<file path="src/uproc_debug_pkg.sv">
////////////////////
// Debug front end shared definitions.
// Widths, instruction codes, the device ID, the TAP
// state encoding and the structs between the JTAG blocks.
////////////////////
package uproc_debug_pkg;

    ////////////////////
    // Widths.
    ////////////////////

    // One scan cell per GPIO pad.
    localparam int BSCAN_LEN = 16;
    // Instruction register width.
    localparam int IR_LEN = 4;
    // Device ID register width.
    localparam int IDCODE_LEN = 32;

    typedef logic [IR_LEN-1:0]     ir_t;
    typedef logic [BSCAN_LEN-1:0]  gpio_t;
    typedef logic [IDCODE_LEN-1:0] idcode_t;

    ////////////////////
    // Instructions and ID.
    ////////////////////

    // Device ID, bit 0 set as JTAG requires.
    localparam idcode_t IDCODE_VALUE = 32'h1A5C_0001;

    // Instruction codes, anything else acts as BYPASS.
    localparam ir_t IR_EXTEST = 4'b0000;
    localparam ir_t IR_IDCODE = 4'b0001;
    localparam ir_t IR_SAMPLE = 4'b0010;
    localparam ir_t IR_BYPASS = 4'b1111;

    // Fixed pattern loaded into the IR in Capture-IR.
    localparam ir_t IR_CAPTURE = 4'b0001;

    // The sixteen IEEE 1149.1 TAP states.
    typedef enum logic [3:0] {
        TEST_LOGIC_RESET,
        RUN_TEST_IDLE,
        SELECT_DR_SCAN,
        CAPTURE_DR,
        SHIFT_DR,
        EXIT1_DR,
        PAUSE_DR,
        EXIT2_DR,
        UPDATE_DR,
        SELECT_IR_SCAN,
        CAPTURE_IR,
        SHIFT_IR,
        EXIT1_IR,
        PAUSE_IR,
        EXIT2_IR,
        UPDATE_IR
    } tap_state_t;

    // Active data register between TDI and TDO.
    typedef enum logic [1:0] {
        SEL_BYPASS,
        SEL_IDCODE,
        SEL_BSCAN
    } dr_sel_t;

    // Synchronized JTAG pins, TCK edges as single-cycle pulses.
    typedef struct packed {
        logic tck_rise;
        logic tck_fall;
        logic tdi;
        logic tms;
    } jtag_pins_t;

    // Scan controls from the TAP, strobes already qualified by TCK rise.
    typedef struct packed {
        logic    capture_dr;
        logic    shift_dr;
        logic    update_dr;
        logic    shifting_ir;
        logic    shifting_dr;
        logic    extest;
        dr_sel_t dr_sel;
    } scan_ctrl_t;

endpackage

</file>
<file path="src/jtag_synch.sv">
////////////////////
// JTAG pin synchronizer.
// Brings TCK, TDI and TMS into the system clock domain
// and turns TCK edges into single-cycle pulses.
////////////////////
`timescale 1ns/10ps

module jtag_synch
    import uproc_debug_pkg::*;
(
    input  logic       i_clk,
    input  logic       i_reset,
    input  logic       i_tck,
    input  logic       i_tdi,
    input  logic       i_tms,
    output jtag_pins_t o_pins
);

    // Pin order in the sync vectors is {tck, tdi, tms}.
    logic [2:0] sync1_q;
    logic [2:0] sync2_q;
    // Old TCK sample and the registered edge pulses.
    logic tck_prev_q;
    logic tck_rise_q;
    logic tck_fall_q;

    always_ff @(posedge i_clk) begin
        if (i_reset) begin
            sync1_q    <= '0;
            sync2_q    <= '0;
            tck_prev_q <= 1'b0;
            tck_rise_q <= 1'b0;
            tck_fall_q <= 1'b0;
        end else begin
            // Two stages against metastability.
            sync1_q    <= {i_tck, i_tdi, i_tms};
            sync2_q    <= sync1_q;
            // Edge detect against the previous sample.
            tck_prev_q <= sync2_q[2];
            tck_rise_q <= sync2_q[2] & ~tck_prev_q;
            tck_fall_q <= ~sync2_q[2] & tck_prev_q;
        end
    end

    assign o_pins.tck_rise = tck_rise_q;
    assign o_pins.tck_fall = tck_fall_q;
    assign o_pins.tdi      = sync2_q[1];
    assign o_pins.tms      = sync2_q[0];

endmodule

</file>
<file path="src/jtag_tap.sv">
////////////////////
// JTAG TAP controller.
// Sixteen-state TAP machine, 4-bit instruction register
// and the scan control strobes for the data registers.
////////////////////
`timescale 1ns/10ps

module jtag_tap
    import uproc_debug_pkg::*;
(
    input  logic       i_clk,
    input  logic       i_reset,
    input  jtag_pins_t i_pins,
    output scan_ctrl_t o_ctrl,
    output logic       o_ir_tdo
);

    tap_state_t state_q;
    tap_state_t state_d;
    // Shift stage and active instruction.
    ir_t        ir_shift_q;
    ir_t        ir_q;

    ////////////////////
    // TAP state machine.
    ////////////////////

    // Standard TMS transitions.
    always_comb begin
        state_d = state_q;
        case (state_q)
            TEST_LOGIC_RESET: state_d = i_pins.tms ? TEST_LOGIC_RESET : RUN_TEST_IDLE;
            RUN_TEST_IDLE:    state_d = i_pins.tms ? SELECT_DR_SCAN : RUN_TEST_IDLE;
            SELECT_DR_SCAN:   state_d = i_pins.tms ? SELECT_IR_SCAN : CAPTURE_DR;
            CAPTURE_DR:       state_d = i_pins.tms ? EXIT1_DR : SHIFT_DR;
            SHIFT_DR:         state_d = i_pins.tms ? EXIT1_DR : SHIFT_DR;
            EXIT1_DR:         state_d = i_pins.tms ? UPDATE_DR : PAUSE_DR;
            PAUSE_DR:         state_d = i_pins.tms ? EXIT2_DR : PAUSE_DR;
            EXIT2_DR:         state_d = i_pins.tms ? UPDATE_DR : SHIFT_DR;
            UPDATE_DR:        state_d = i_pins.tms ? SELECT_DR_SCAN : RUN_TEST_IDLE;
            SELECT_IR_SCAN:   state_d = i_pins.tms ? TEST_LOGIC_RESET : CAPTURE_IR;
            CAPTURE_IR:       state_d = i_pins.tms ? EXIT1_IR : SHIFT_IR;
            SHIFT_IR:         state_d = i_pins.tms ? EXIT1_IR : SHIFT_IR;
            EXIT1_IR:         state_d = i_pins.tms ? UPDATE_IR : PAUSE_IR;
            PAUSE_IR:         state_d = i_pins.tms ? EXIT2_IR : PAUSE_IR;
            EXIT2_IR:         state_d = i_pins.tms ? UPDATE_IR : SHIFT_IR;
            UPDATE_IR:        state_d = i_pins.tms ? SELECT_DR_SCAN : RUN_TEST_IDLE;
            default:          state_d = TEST_LOGIC_RESET;
        endcase
    end

    // One step per TCK rise.
    always_ff @(posedge i_clk) begin
        if (i_reset) begin
            state_q <= TEST_LOGIC_RESET;
        end else if (i_pins.tck_rise) begin
            state_q <= state_d;
        end
    end

    ////////////////////
    // Instruction register.
    ////////////////////

    // Shift stage, LSB goes out first.
    always_ff @(posedge i_clk) begin
        if (i_pins.tck_rise) begin
            if (state_q == CAPTURE_IR) begin
                ir_shift_q <= IR_CAPTURE;
            end else if (state_q == SHIFT_IR) begin
                ir_shift_q <= {i_pins.tdi, ir_shift_q[IR_LEN-1:1]};
            end
        end
    end

    // Test-Logic-Reset forces IDCODE, Update-IR loads the shift stage.
    always_ff @(posedge i_clk) begin
        if (i_reset) begin
            ir_q <= IR_IDCODE;
        end else if (state_q == TEST_LOGIC_RESET) begin
            ir_q <= IR_IDCODE;
        end else if (i_pins.tck_rise && (state_q == UPDATE_IR)) begin
            ir_q <= ir_shift_q;
        end
    end

    assign o_ir_tdo = ir_shift_q[0];

    ////////////////////
    // Scan controls.
    ////////////////////

    always_comb begin
        // Strobes for the state current at this TCK rise.
        o_ctrl.capture_dr  = i_pins.tck_rise && (state_q == CAPTURE_DR);
        o_ctrl.shift_dr    = i_pins.tck_rise && (state_q == SHIFT_DR);
        o_ctrl.update_dr   = i_pins.tck_rise && (state_q == UPDATE_DR);
        o_ctrl.shifting_ir = (state_q == SHIFT_IR);
        o_ctrl.shifting_dr = (state_q == SHIFT_DR);
        // Instruction decode, unknown codes fall back to bypass.
        case (ir_q)
            IR_EXTEST: begin
                o_ctrl.dr_sel = SEL_BSCAN;
                o_ctrl.extest = 1'b1;
            end
            IR_SAMPLE: begin
                o_ctrl.dr_sel = SEL_BSCAN;
                o_ctrl.extest = 1'b0;
            end
            IR_IDCODE: begin
                o_ctrl.dr_sel = SEL_IDCODE;
                o_ctrl.extest = 1'b0;
            end
            default: begin
                o_ctrl.dr_sel = SEL_BYPASS;
                o_ctrl.extest = 1'b0;
            end
        endcase
    end

    // At most one DR strobe at a time.
    a_dr_strobe_onehot: assert property (@(posedge i_clk) disable iff (i_reset)
        $onehot0({o_ctrl.capture_dr, o_ctrl.shift_dr, o_ctrl.update_dr}))
        else $error("TAP issued more than one DR strobe");

    // No TCK rise, no state change.
    a_state_hold: assert property (@(posedge i_clk) disable iff (i_reset)
        !i_pins.tck_rise |=> $stable(state_q))
        else $error("TAP state moved without a TCK rise");

endmodule

</file>
<file path="src/bscan_cell.sv">
////////////////////
// Boundary-scan cell for one GPIO pad.
// Capture/shift flop, update latch and pad-drive mux.
////////////////////
`timescale 1ns/10ps

module bscan_cell
    import uproc_debug_pkg::*;
(
    input  logic       i_clk,
    input  logic       i_reset,
    input  scan_ctrl_t i_ctrl,
    input  logic       i_scan_in,
    input  logic       i_pad_in,
    input  logic       i_core_out,
    output logic       o_scan_out,
    output logic       o_pad_out
);

    logic capsh_q;
    logic upd_q;
    logic sel_bscan;

    // Cell only acts while the boundary register is selected.
    assign sel_bscan = (i_ctrl.dr_sel == SEL_BSCAN);

    // Capture the pad, or take the previous cell's bit.
    always_ff @(posedge i_clk) begin
        if (sel_bscan) begin
            if (i_ctrl.capture_dr) begin
                capsh_q <= i_pad_in;
            end else if (i_ctrl.shift_dr) begin
                capsh_q <= i_scan_in;
            end
        end
    end

    // Update latch, cleared so pads start on the core.
    always_ff @(posedge i_clk) begin
        if (i_reset) begin
            upd_q <= 1'b0;
        end else if (i_ctrl.update_dr && sel_bscan) begin
            upd_q <= capsh_q;
        end
    end

    assign o_scan_out = capsh_q;
    // EXTEST hands the pad to the latch.
    assign o_pad_out  = i_ctrl.extest ? upd_q : i_core_out;

    a_update_only: assert property (@(posedge i_clk) disable iff (i_reset)
        !i_ctrl.update_dr |=> $stable(upd_q))
        else $error("Scan update latch changed without update_dr");

endmodule

</file>
<file path="src/jtag_data_regs.sv">
////////////////////
// JTAG data registers and TDO.
// Bypass and IDCODE shift registers, TDO select, and
// retiming of TDO on the TCK falling edge.
////////////////////
`timescale 1ns/10ps

module jtag_data_regs
    import uproc_debug_pkg::*;
(
    input  logic       i_clk,
    input  logic       i_reset,
    input  jtag_pins_t i_pins,
    input  scan_ctrl_t i_ctrl,
    input  logic       i_ir_tdo,
    input  logic       i_bscan_tdo,
    output logic       o_tdo
);

    logic    bypass_q;
    idcode_t idcode_q;
    logic    dr_bit;
    logic    tdo_q;

    ////////////////////
    // Bypass and IDCODE.
    ////////////////////

    // Single-bit bypass, captures 0.
    always_ff @(posedge i_clk) begin
        if (i_ctrl.dr_sel == SEL_BYPASS) begin
            if (i_ctrl.capture_dr) begin
                bypass_q <= 1'b0;
            end else if (i_ctrl.shift_dr) begin
                bypass_q <= i_pins.tdi;
            end
        end
    end

    // Device ID, shifts right with TDI entering at the top.
    always_ff @(posedge i_clk) begin
        if (i_ctrl.dr_sel == SEL_IDCODE) begin
            if (i_ctrl.capture_dr) begin
                idcode_q <= IDCODE_VALUE;
            end else if (i_ctrl.shift_dr) begin
                idcode_q <= {i_pins.tdi, idcode_q[IDCODE_LEN-1:1]};
            end
        end
    end

    ////////////////////
    // TDO.
    ////////////////////

    // Serial output of the active data register.
    always_comb begin
        case (i_ctrl.dr_sel)
            SEL_IDCODE: dr_bit = idcode_q[0];
            SEL_BSCAN:  dr_bit = i_bscan_tdo;
            default:    dr_bit = bypass_q;
        endcase
    end

    // Changes only on TCK fall, zero outside the shift states.
    always_ff @(posedge i_clk) begin
        if (i_reset) begin
            tdo_q <= 1'b0;
        end else if (i_pins.tck_fall) begin
            if (i_ctrl.shifting_ir) begin
                tdo_q <= i_ir_tdo;
            end else if (i_ctrl.shifting_dr) begin
                tdo_q <= dr_bit;
            end else begin
                tdo_q <= 1'b0;
            end
        end
    end

    assign o_tdo = tdo_q;

    a_tdo_on_fall: assert property (@(posedge i_clk) disable iff (i_reset)
        !i_pins.tck_fall |=> $stable(tdo_q))
        else $error("TDO changed away from a TCK fall");

endmodule

</file>
<file path="src/uproc_debug.sv">
////////////////////
// Debug front end top level.
// JTAG synchronizer, TAP controller, GPIO boundary-scan
// chain and the data-register block with TDO.
////////////////////
`timescale 1ns/10ps

module uproc_debug
    import uproc_debug_pkg::*;
(
    input  logic  i_clk,
    input  logic  i_reset,

    // JTAG port.
    input  logic  i_jtag_tck,
    input  logic  i_jtag_tdi,
    input  logic  i_jtag_tms,
    output logic  o_jtag_tdo,

    // GPIO, core drive, observed pads, pad drive.
    input  gpio_t i_gpio_core,
    input  gpio_t i_gpio_pad,
    output gpio_t o_gpio_pad
);

    ////////////////////
    // Internal wires.
    ////////////////////

    jtag_pins_t           jtag_pins;
    scan_ctrl_t           scan_ctrl;
    logic                 ir_tdo;
    // Link k feeds cell k, link BSCAN_LEN is the chain output.
    logic [BSCAN_LEN:0]   scan_link;

    assign scan_link[0] = jtag_pins.tdi;

    ////////////////////
    // Instances.
    ////////////////////

    jtag_synch u_jtag_synch (
        .i_clk   (i_clk),
        .i_reset (i_reset),
        .i_tck   (i_jtag_tck),
        .i_tdi   (i_jtag_tdi),
        .i_tms   (i_jtag_tms),
        .o_pins  (jtag_pins)
    );

    jtag_tap u_jtag_tap (
        .i_clk    (i_clk),
        .i_reset  (i_reset),
        .i_pins   (jtag_pins),
        .o_ctrl   (scan_ctrl),
        .o_ir_tdo (ir_tdo)
    );

    // Boundary-scan chain, cell 0 nearest TDI sits on the top pad.
    // So pad 0 is next to TDO and is shifted out first.
    genvar k;
    generate
        for (k = 0; k < BSCAN_LEN; k++) begin : g_bscan
            bscan_cell u_bscan_cell (
                .i_clk      (i_clk),
                .i_reset    (i_reset),
                .i_ctrl     (scan_ctrl),
                .i_scan_in  (scan_link[k]),
                .i_pad_in   (i_gpio_pad[BSCAN_LEN-1-k]),
                .i_core_out (i_gpio_core[BSCAN_LEN-1-k]),
                .o_scan_out (scan_link[k+1]),
                .o_pad_out  (o_gpio_pad[BSCAN_LEN-1-k])
            );
        end
    endgenerate

    jtag_data_regs u_jtag_data_regs (
        .i_clk       (i_clk),
        .i_reset     (i_reset),
        .i_pins      (jtag_pins),
        .i_ctrl      (scan_ctrl),
        .i_ir_tdo    (ir_tdo),
        .i_bscan_tdo (scan_link[BSCAN_LEN]),
        .o_tdo       (o_jtag_tdo)
    );

endmodule

</file>
<file path="config.mk">
export PLATFORM = sky130hd
export DESIGN_NAME = uproc_debug
export DESIGN_NICKNAME = d
export VERILOG_FILES = /design/src/uproc_debug_pkg.sv /design/src/jtag_synch.sv /design/src/jtag_tap.sv /design/src/bscan_cell.sv /design/src/jtag_data_regs.sv /design/src/uproc_debug.sv
export SDC_FILE = /design/constraint.sdc
export NUM_CORES = 1
export LEC_CHECK = 0
export BUFFER_PORTS_ARGS = -buffer_cell sky130_fd_sc_hd__buf_2
export CORE_MARGIN = 1
export CORE_UTILIZATION = 61
export CTS_CLUSTER_DIAMETER = 100
export DETAILED_ROUTE_END_ITERATION = 6
export PLACE_DENSITY_LB_ADDON = 0.2
export SYNTH_ARGS = -nofsm -noshare
export SYNTH_HDL_FRONTEND = slang
export SYNTH_SLANG_ARGS = --single-unit
</file>
<file path="constraint.sdc">
create_clock -name i_clk -period 4.7 [get_ports i_clk]
set_clock_uncertainty 0.05 [all_clocks]
set_input_delay 0.94 -clock i_clk [delete_from_list [all_inputs] [get_ports i_clk]]
set_output_delay 0.94 -clock i_clk [all_outputs]
set_load 0.005 [all_outputs]
</file>
==> impl_results.html <==
<table>
<tr><th>Metric</th><th>Value</th></tr>
<tr><th colspan="2">Drt</th></tr>
<tr><td>Final Routed Wirelength</td><td>6250 µm</td></tr>
<tr><td>Top layer used by detailed routing</td><td>met4</td></tr>
<tr><td>Met2 Wirelength</td><td>about 2700 µm</td></tr>
<tr><td>Post-detailed-route via-to-cell ratio</td><td>5.44</td></tr>
<tr><td>Routed length on met3</td><td>approximately 310 µm</td></tr>
<tr><td>DRC viols</td><td>0</td></tr>
<tr><td>WL met1</td><td>3130 µm</td></tr>
<tr><td>Routed len/inst</td><td>14.7 µm</td></tr>
<tr><td>Number of nets still failing antenna checks after routing</td><td>0</td></tr>
<tr><td>DRC marker count from the first detailed-route iteration</td><td>between 150 and 200</td></tr>
<tr><td>Number of detailed-routing iterations run before antenna repair</td><td>4</td></tr>
<tr><td>Number of vias in the routed layout</td><td>~2300</td></tr>
<tr><th colspan="2">Floorplan</th></tr>
<tr><td>Die boundary height</td><td>81.6 µm</td></tr>
<tr><td>Core Area</td><td>roughly 6000 µm²</td></tr>
<tr><td>Die width</td><td>between 80 and 90 µm</td></tr>
<tr><td>Starting Density</td><td>64.1%</td></tr>
<tr><td>I/O pin total</td><td>54</td></tr>
<tr><td>Row cnt</td><td>28</td></tr>
<tr><td>Die footprint</td><td>between 6000 and 7000 µm²</td></tr>
<tr><th colspan="2">Worst setup path</th></tr>
<tr><td>Biggest fanout along the worst timing path</td><td>16</td></tr>
<tr><td>Critical setup path kind</td><td>reg2out</td></tr>
<tr><td>Critical Path AT</td><td>between 2 and 2.5 ns</td></tr>
<tr><td>Data required, critical path</td><td>around 3.7 ns</td></tr>
<tr><td>FF-to-FF path depth</td><td>4</td></tr>
<tr><td>Critical path capture point type</td><td>output pin</td></tr>
<tr><td>CP startpoint kind</td><td>flop</td></tr>
<tr><th colspan="2">Global route</th></tr>
<tr><td>Wire length of the first global-routing pass</td><td>about 9600 µm</td></tr>
<tr><td>Maximum number of pins on one net before global-route repair</td><td>49</td></tr>
<tr><td>Global route total overflow</td><td>0</td></tr>
<tr><td>Total GRT Usage</td><td>between 15 and 20%</td></tr>
<tr><td>Via count of the first global-routing pass</td><td>roughly 2000</td></tr>
<tr><td>Initial antenna violation count</td><td>0</td></tr>
<tr><th colspan="2">Place</th></tr>
<tr><td>HPWL after DPL</td><td>3980 µm</td></tr>
<tr><td>Weighted congestion reported at the end of routability-driven placement</td><td>roughly 0.80</td></tr>
<tr><td>Number of port buffers</td><td>between 50 and 60</td></tr>
<tr><td>Number of cells after detailed placement</td><td>between 400 and 500</td></tr>
<tr><td>Placement Setup Slack</td><td>1.99 ns</td></tr>
<tr><th colspan="2">Clocking</th></tr>
<tr><td>Maximum buffer depth of the clock tree</td><td>2</td></tr>
<tr><td>Clock root buffer master</td><td>sky130_fd_sc_hd__clkbuf_8</td></tr>
<tr><td># hold bufs at CTS</td><td>0</td></tr>
<tr><td>H-Tree Depth</td><td>3</td></tr>
<tr><td>Clock net sink count</td><td>87</td></tr>
<tr><td>Clock edge transition at the registers on the reported setup and hold paths</td><td>0.09 ns</td></tr>
<tr><td>Setup Buffers After CTS</td><td>0</td></tr>
<tr><td>Clock latency reported for the late side of the worst-skew pair</td><td>around 0.35 ns</td></tr>
<tr><td>Num CTS Buffers</td><td>9</td></tr>
<tr><td>Count of instances resized after the clock tree is built</td><td>0</td></tr>
<tr><td>Clock tree from TritonCTS</td><td>yes</td></tr>
<tr><th colspan="2">Synthesis</th></tr>
<tr><td>Compound-Gate Fraction of Synth Area</td><td>4.73%</td></tr>
<tr><td>Warning count from the yosys run</td><td>0</td></tr>
<tr><td>Mean area per synthesized cell</td><td>12.4 µm²</td></tr>
<tr><td>Main flop type after synthesis</td><td>sky130_fd_sc_hd__edfxtp_1</td></tr>
<tr><td>Net count after synthesis</td><td>approximately 350</td></tr>
<tr><td>Fraction of synthesis flops using an asynchronous set or reset pin</td><td>0%</td></tr>
<tr><td>Distinct cells, synth</td><td>43</td></tr>
<tr><td>Number of flops mapped to enable cells by yosys</td><td>53</td></tr>
<tr><td>Dominant combinational cell family by area after synthesis</td><td>simple AND/OR/NAND/NOR gates</td></tr>
<tr><td>Xor and xnor area share after synthesis</td><td>0%</td></tr>
<tr><td>Basic-gate share of the synthesized area counting and, or, nand and nor cells</td><td>between 10% and 20%</td></tr>
<tr><td>Post-synthesis instance total</td><td>311</td></tr>
<tr><td>Post-synthesis mux area share</td><td>14.2%</td></tr>
<tr><td>Area leader, netlist</td><td>sky130_fd_sc_hd__edfxtp_1</td></tr>
<tr><td>Share of synthesized cell area in full adder, half adder and majority cells</td><td>0.971%</td></tr>
<tr><td>Yosys top cell area share</td><td>between 40% and 50%</td></tr>
<tr><td>#FFs+latches synth</td><td>87</td></tr>
<tr><td>Most area-consuming cells after synthesis</td><td>sky130_fd_sc_hd__edfxtp_1 41%, sky130_fd_sc_hd__dfxtp_1 18%, sky130_fd_sc_hd__mux2_2 8.2%, sky130_fd_sc_hd__mux2i_1 4.9%, sky130_fd_sc_hd__and2_1 4.5%</td></tr>
<tr><td>Post-synthesis sequential area ratio</td><td>58.8%</td></tr>
<tr><td>Post-synthesis instance area</td><td>roughly 3900 µm²</td></tr>
<tr><th colspan="2">Final layout</th></tr>
<tr><td>N_diodes</td><td>0</td></tr>
<tr><td>Net count of the finished layout</td><td>roughly 380</td></tr>
<tr><td>FILL cells</td><td>445</td></tr>
<tr><td>Multi-input gate area</td><td>about 1300 µm²</td></tr>
<tr><td>Syn-to-layout area delta</td><td>9.52%</td></tr>
<tr><td>Sequential Area</td><td>between 2000 and 2500 µm²</td></tr>
<tr><td>Core utilization of the finished layout</td><td>between 70% and 80%</td></tr>
<tr><td>Number of standard cells in the final layout excluding fillers</td><td>~420</td></tr>
<tr><td>Fraction of final layout cells sized beyond drive strength 1</td><td>a little under a third</td></tr>
<tr><th colspan="2">Timing</th></tr>
<tr><td>Number of max-slew violations in the final report</td><td>0</td></tr>
<tr><td>Final setup violation count</td><td>0</td></tr>
<tr><td>Fin. Hold Viols</td><td>0</td></tr>
<tr><td>Final critical delay including setup and external delays</td><td>~3.1 ns</td></tr>
<tr><td>Setup slack after layout</td><td>between 1.5 and 2 ns</td></tr>
<tr><td>Transition time at the pin with the least slew margin</td><td>around 0.76 ns</td></tr>
<tr><td>RSZ-0062 raised after global routing</td><td>false</td></tr>
<tr><td>Headroom to the max-slew limit</td><td>~50%</td></tr>
<tr><td>Portion of the clock cycle consumed by the worst path in the final layout</td><td>about two thirds</td></tr>
<tr><td>Fmax</td><td>between 300 and 400 MHz</td></tr>
<tr><td>Fin Setup TNS</td><td>0 ns</td></tr>
<tr><th colspan="2">Pwr</th></tr>
<tr><td>LEAKAGE</td><td>0.00153 µW</td></tr>
<tr><td>Peak supply drop</td><td>about 0.00031 V</td></tr>
<tr><td>Ratio of total power to cell area</td><td>~320 nW/µm²</td></tr>
<tr><th colspan="2">Outcome</th></tr>
<tr><td>Status</td><td>complete, no violations</td></tr>
<tr><th colspan="2">Worst hold path</th></tr>
<tr><td>Worst Hold Class</td><td>reg2reg</td></tr>
<tr><td>Number of stages on the worst hold path</td><td>1</td></tr>
<tr><th colspan="2">Flow run</th></tr>
<tr><td>Number of maximum-capacitance constraint violations</td><td>0</td></tr>
</table>
## metrics by stage
stage / area (µm²) / hold slack [ns] / total power [µW]
detailed placement: 4030 / 0.356 / 865
CTS: 4230 / 0.369 / 1380
finish: 4230 / 0.359 / 1370
floorplan: 3860 / 0.333 / 851
global route: 4230 / 0.392 / 1420
global placement: 4030 / 0.343 / 864
## logic make-up (layout without fill, tap and decap cells)
logic type	Yosys count	after routing
adders and majority gates	3	3
buffers and inverters	40	78
DFF	87	87
and+or+nand+nor	104	104
AOI/OAI and AO/OA	26	26
muxes	51	51
## routing by layer
layer,vias to the layer above,track usage (%)
met5,-,0
met4,0,11.1
met3,11,4.00
met2,68,28.2
met1,1089,28.9
li1,1137,-
## cells in the final DEF (no fill, tap or decap), drive strengths merged, types with 2 or more instances in the layout
cell type and n:
buf 56, edfxtp 53, dfxtp 34, mux2 32, nor2 31, and2 28
mux2i 19, nor2b 16, nand2b 9, clkbuf 9, inv 9, a21oi 8
nand2 6, nor3 4, nand4 3, o21bai 3, ha 3, o21ai 2
nor3b 2, clkinv 2
## report_power, final
| group | total (µW) | leakage, µW | internal [µW] | switching (µW) |
|---|---|---|---|---|
| registers | 807 | 0.000752 | 803 | 3.81 |
| logic | 40.9 | 0.000674 | 24.3 | 16.6 |
| clock network | 525 | 0.0000998 | 252 | 273 |
## area by class of cell
type	count	share of cell area (%)
Tap cell	75	2.22
Inverter	6	0.650
Clock buffer	9	2.93
Timing Repair Buffer	56	6.80
Multi-Input combinational cell	184	31.9
Sequential cell	87	53.7
Clock inverter	7	1.86
## worst paths after layout
| check | slack, ns | startpoint | end |
|---|---|---|---|
| max | 1.63 | u_jtag_tap.ir_q[3] | o_gpio_pad[12] |
| min | 0.36 | u_jtag_synch.tck_prev_q | u_jtag_synch.tck_rise_q |
| max reg2reg | 2.42 | u_jtag_tap.state_q[0] | g_bscan[1].u_bscan_cell.o_scan_out |
| min reg2reg | 0.36 | u_jtag_synch.tck_prev_q | u_jtag_synch.tck_rise_q |
## synthesized netlist by cell type, types with 2 or more instances
library cell,n
sky130_fd_sc_hd__edfxtp_1,53
sky130_fd_sc_hd__dfxtp_1,34
sky130_fd_sc_hd__nor2_1,30
sky130_fd_sc_hd__and2_1,28
sky130_fd_sc_hd__mux2_2,28
sky130_fd_sc_hd__mux2i_1,19
sky130_fd_sc_hd__buf_4,17
sky130_fd_sc_hd__nor2b_1,16
sky130_fd_sc_hd__clkbuf_1,10
sky130_fd_sc_hd__nand2b_1,9
sky130_fd_sc_hd__a21oi_1,8
sky130_fd_sc_hd__nand2_1,6
sky130_fd_sc_hd__buf_2,5
sky130_fd_sc_hd__inv_1,5
sky130_fd_sc_hd__mux2_1,4
sky130_fd_sc_hd__nor3_1,4
sky130_fd_sc_hd__ha_1,3
sky130_fd_sc_hd__nand4_1,3
sky130_fd_sc_hd__o21bai_1,3
sky130_fd_sc_hd__nor3b_1,2
sky130_fd_sc_hd__o21ai_0,2
## flip-flops by register name, summed over array words and instances, names as in the netlist
name and flops:
u_jtag_data_regs.idcode_q 32, g_bscan.u_bscan_cell.o_scan_out 16, g_bscan.u_bscan_cell.upd_q 16, u_jtag_tap.ir_q 4, u_jtag_tap.ir_shift_q 4, u_jtag_tap.state_q 4, u_jtag_synch.sync1_q 3, u_jtag_synch.sync2_q 3
u_jtag_data_regs.bypass_q 1, u_jtag_data_regs.o_tdo 1, u_jtag_synch.tck_fall_q 1, u_jtag_synch.tck_prev_q 1, u_jtag_synch.tck_rise_q 1
## critical path, cell delays in order, from the launching register on
cell,delay (ns)
sky130_fd_sc_hd__dfxtp_1,0.33
sky130_fd_sc_hd__or3_1,0.46
sky130_fd_sc_hd__nor2_4,0.42
sky130_fd_sc_hd__mux2_2,0.39
sky130_fd_sc_hd__buf_2,0.12
No activity file was read; power rests on OpenSTA's default activity.
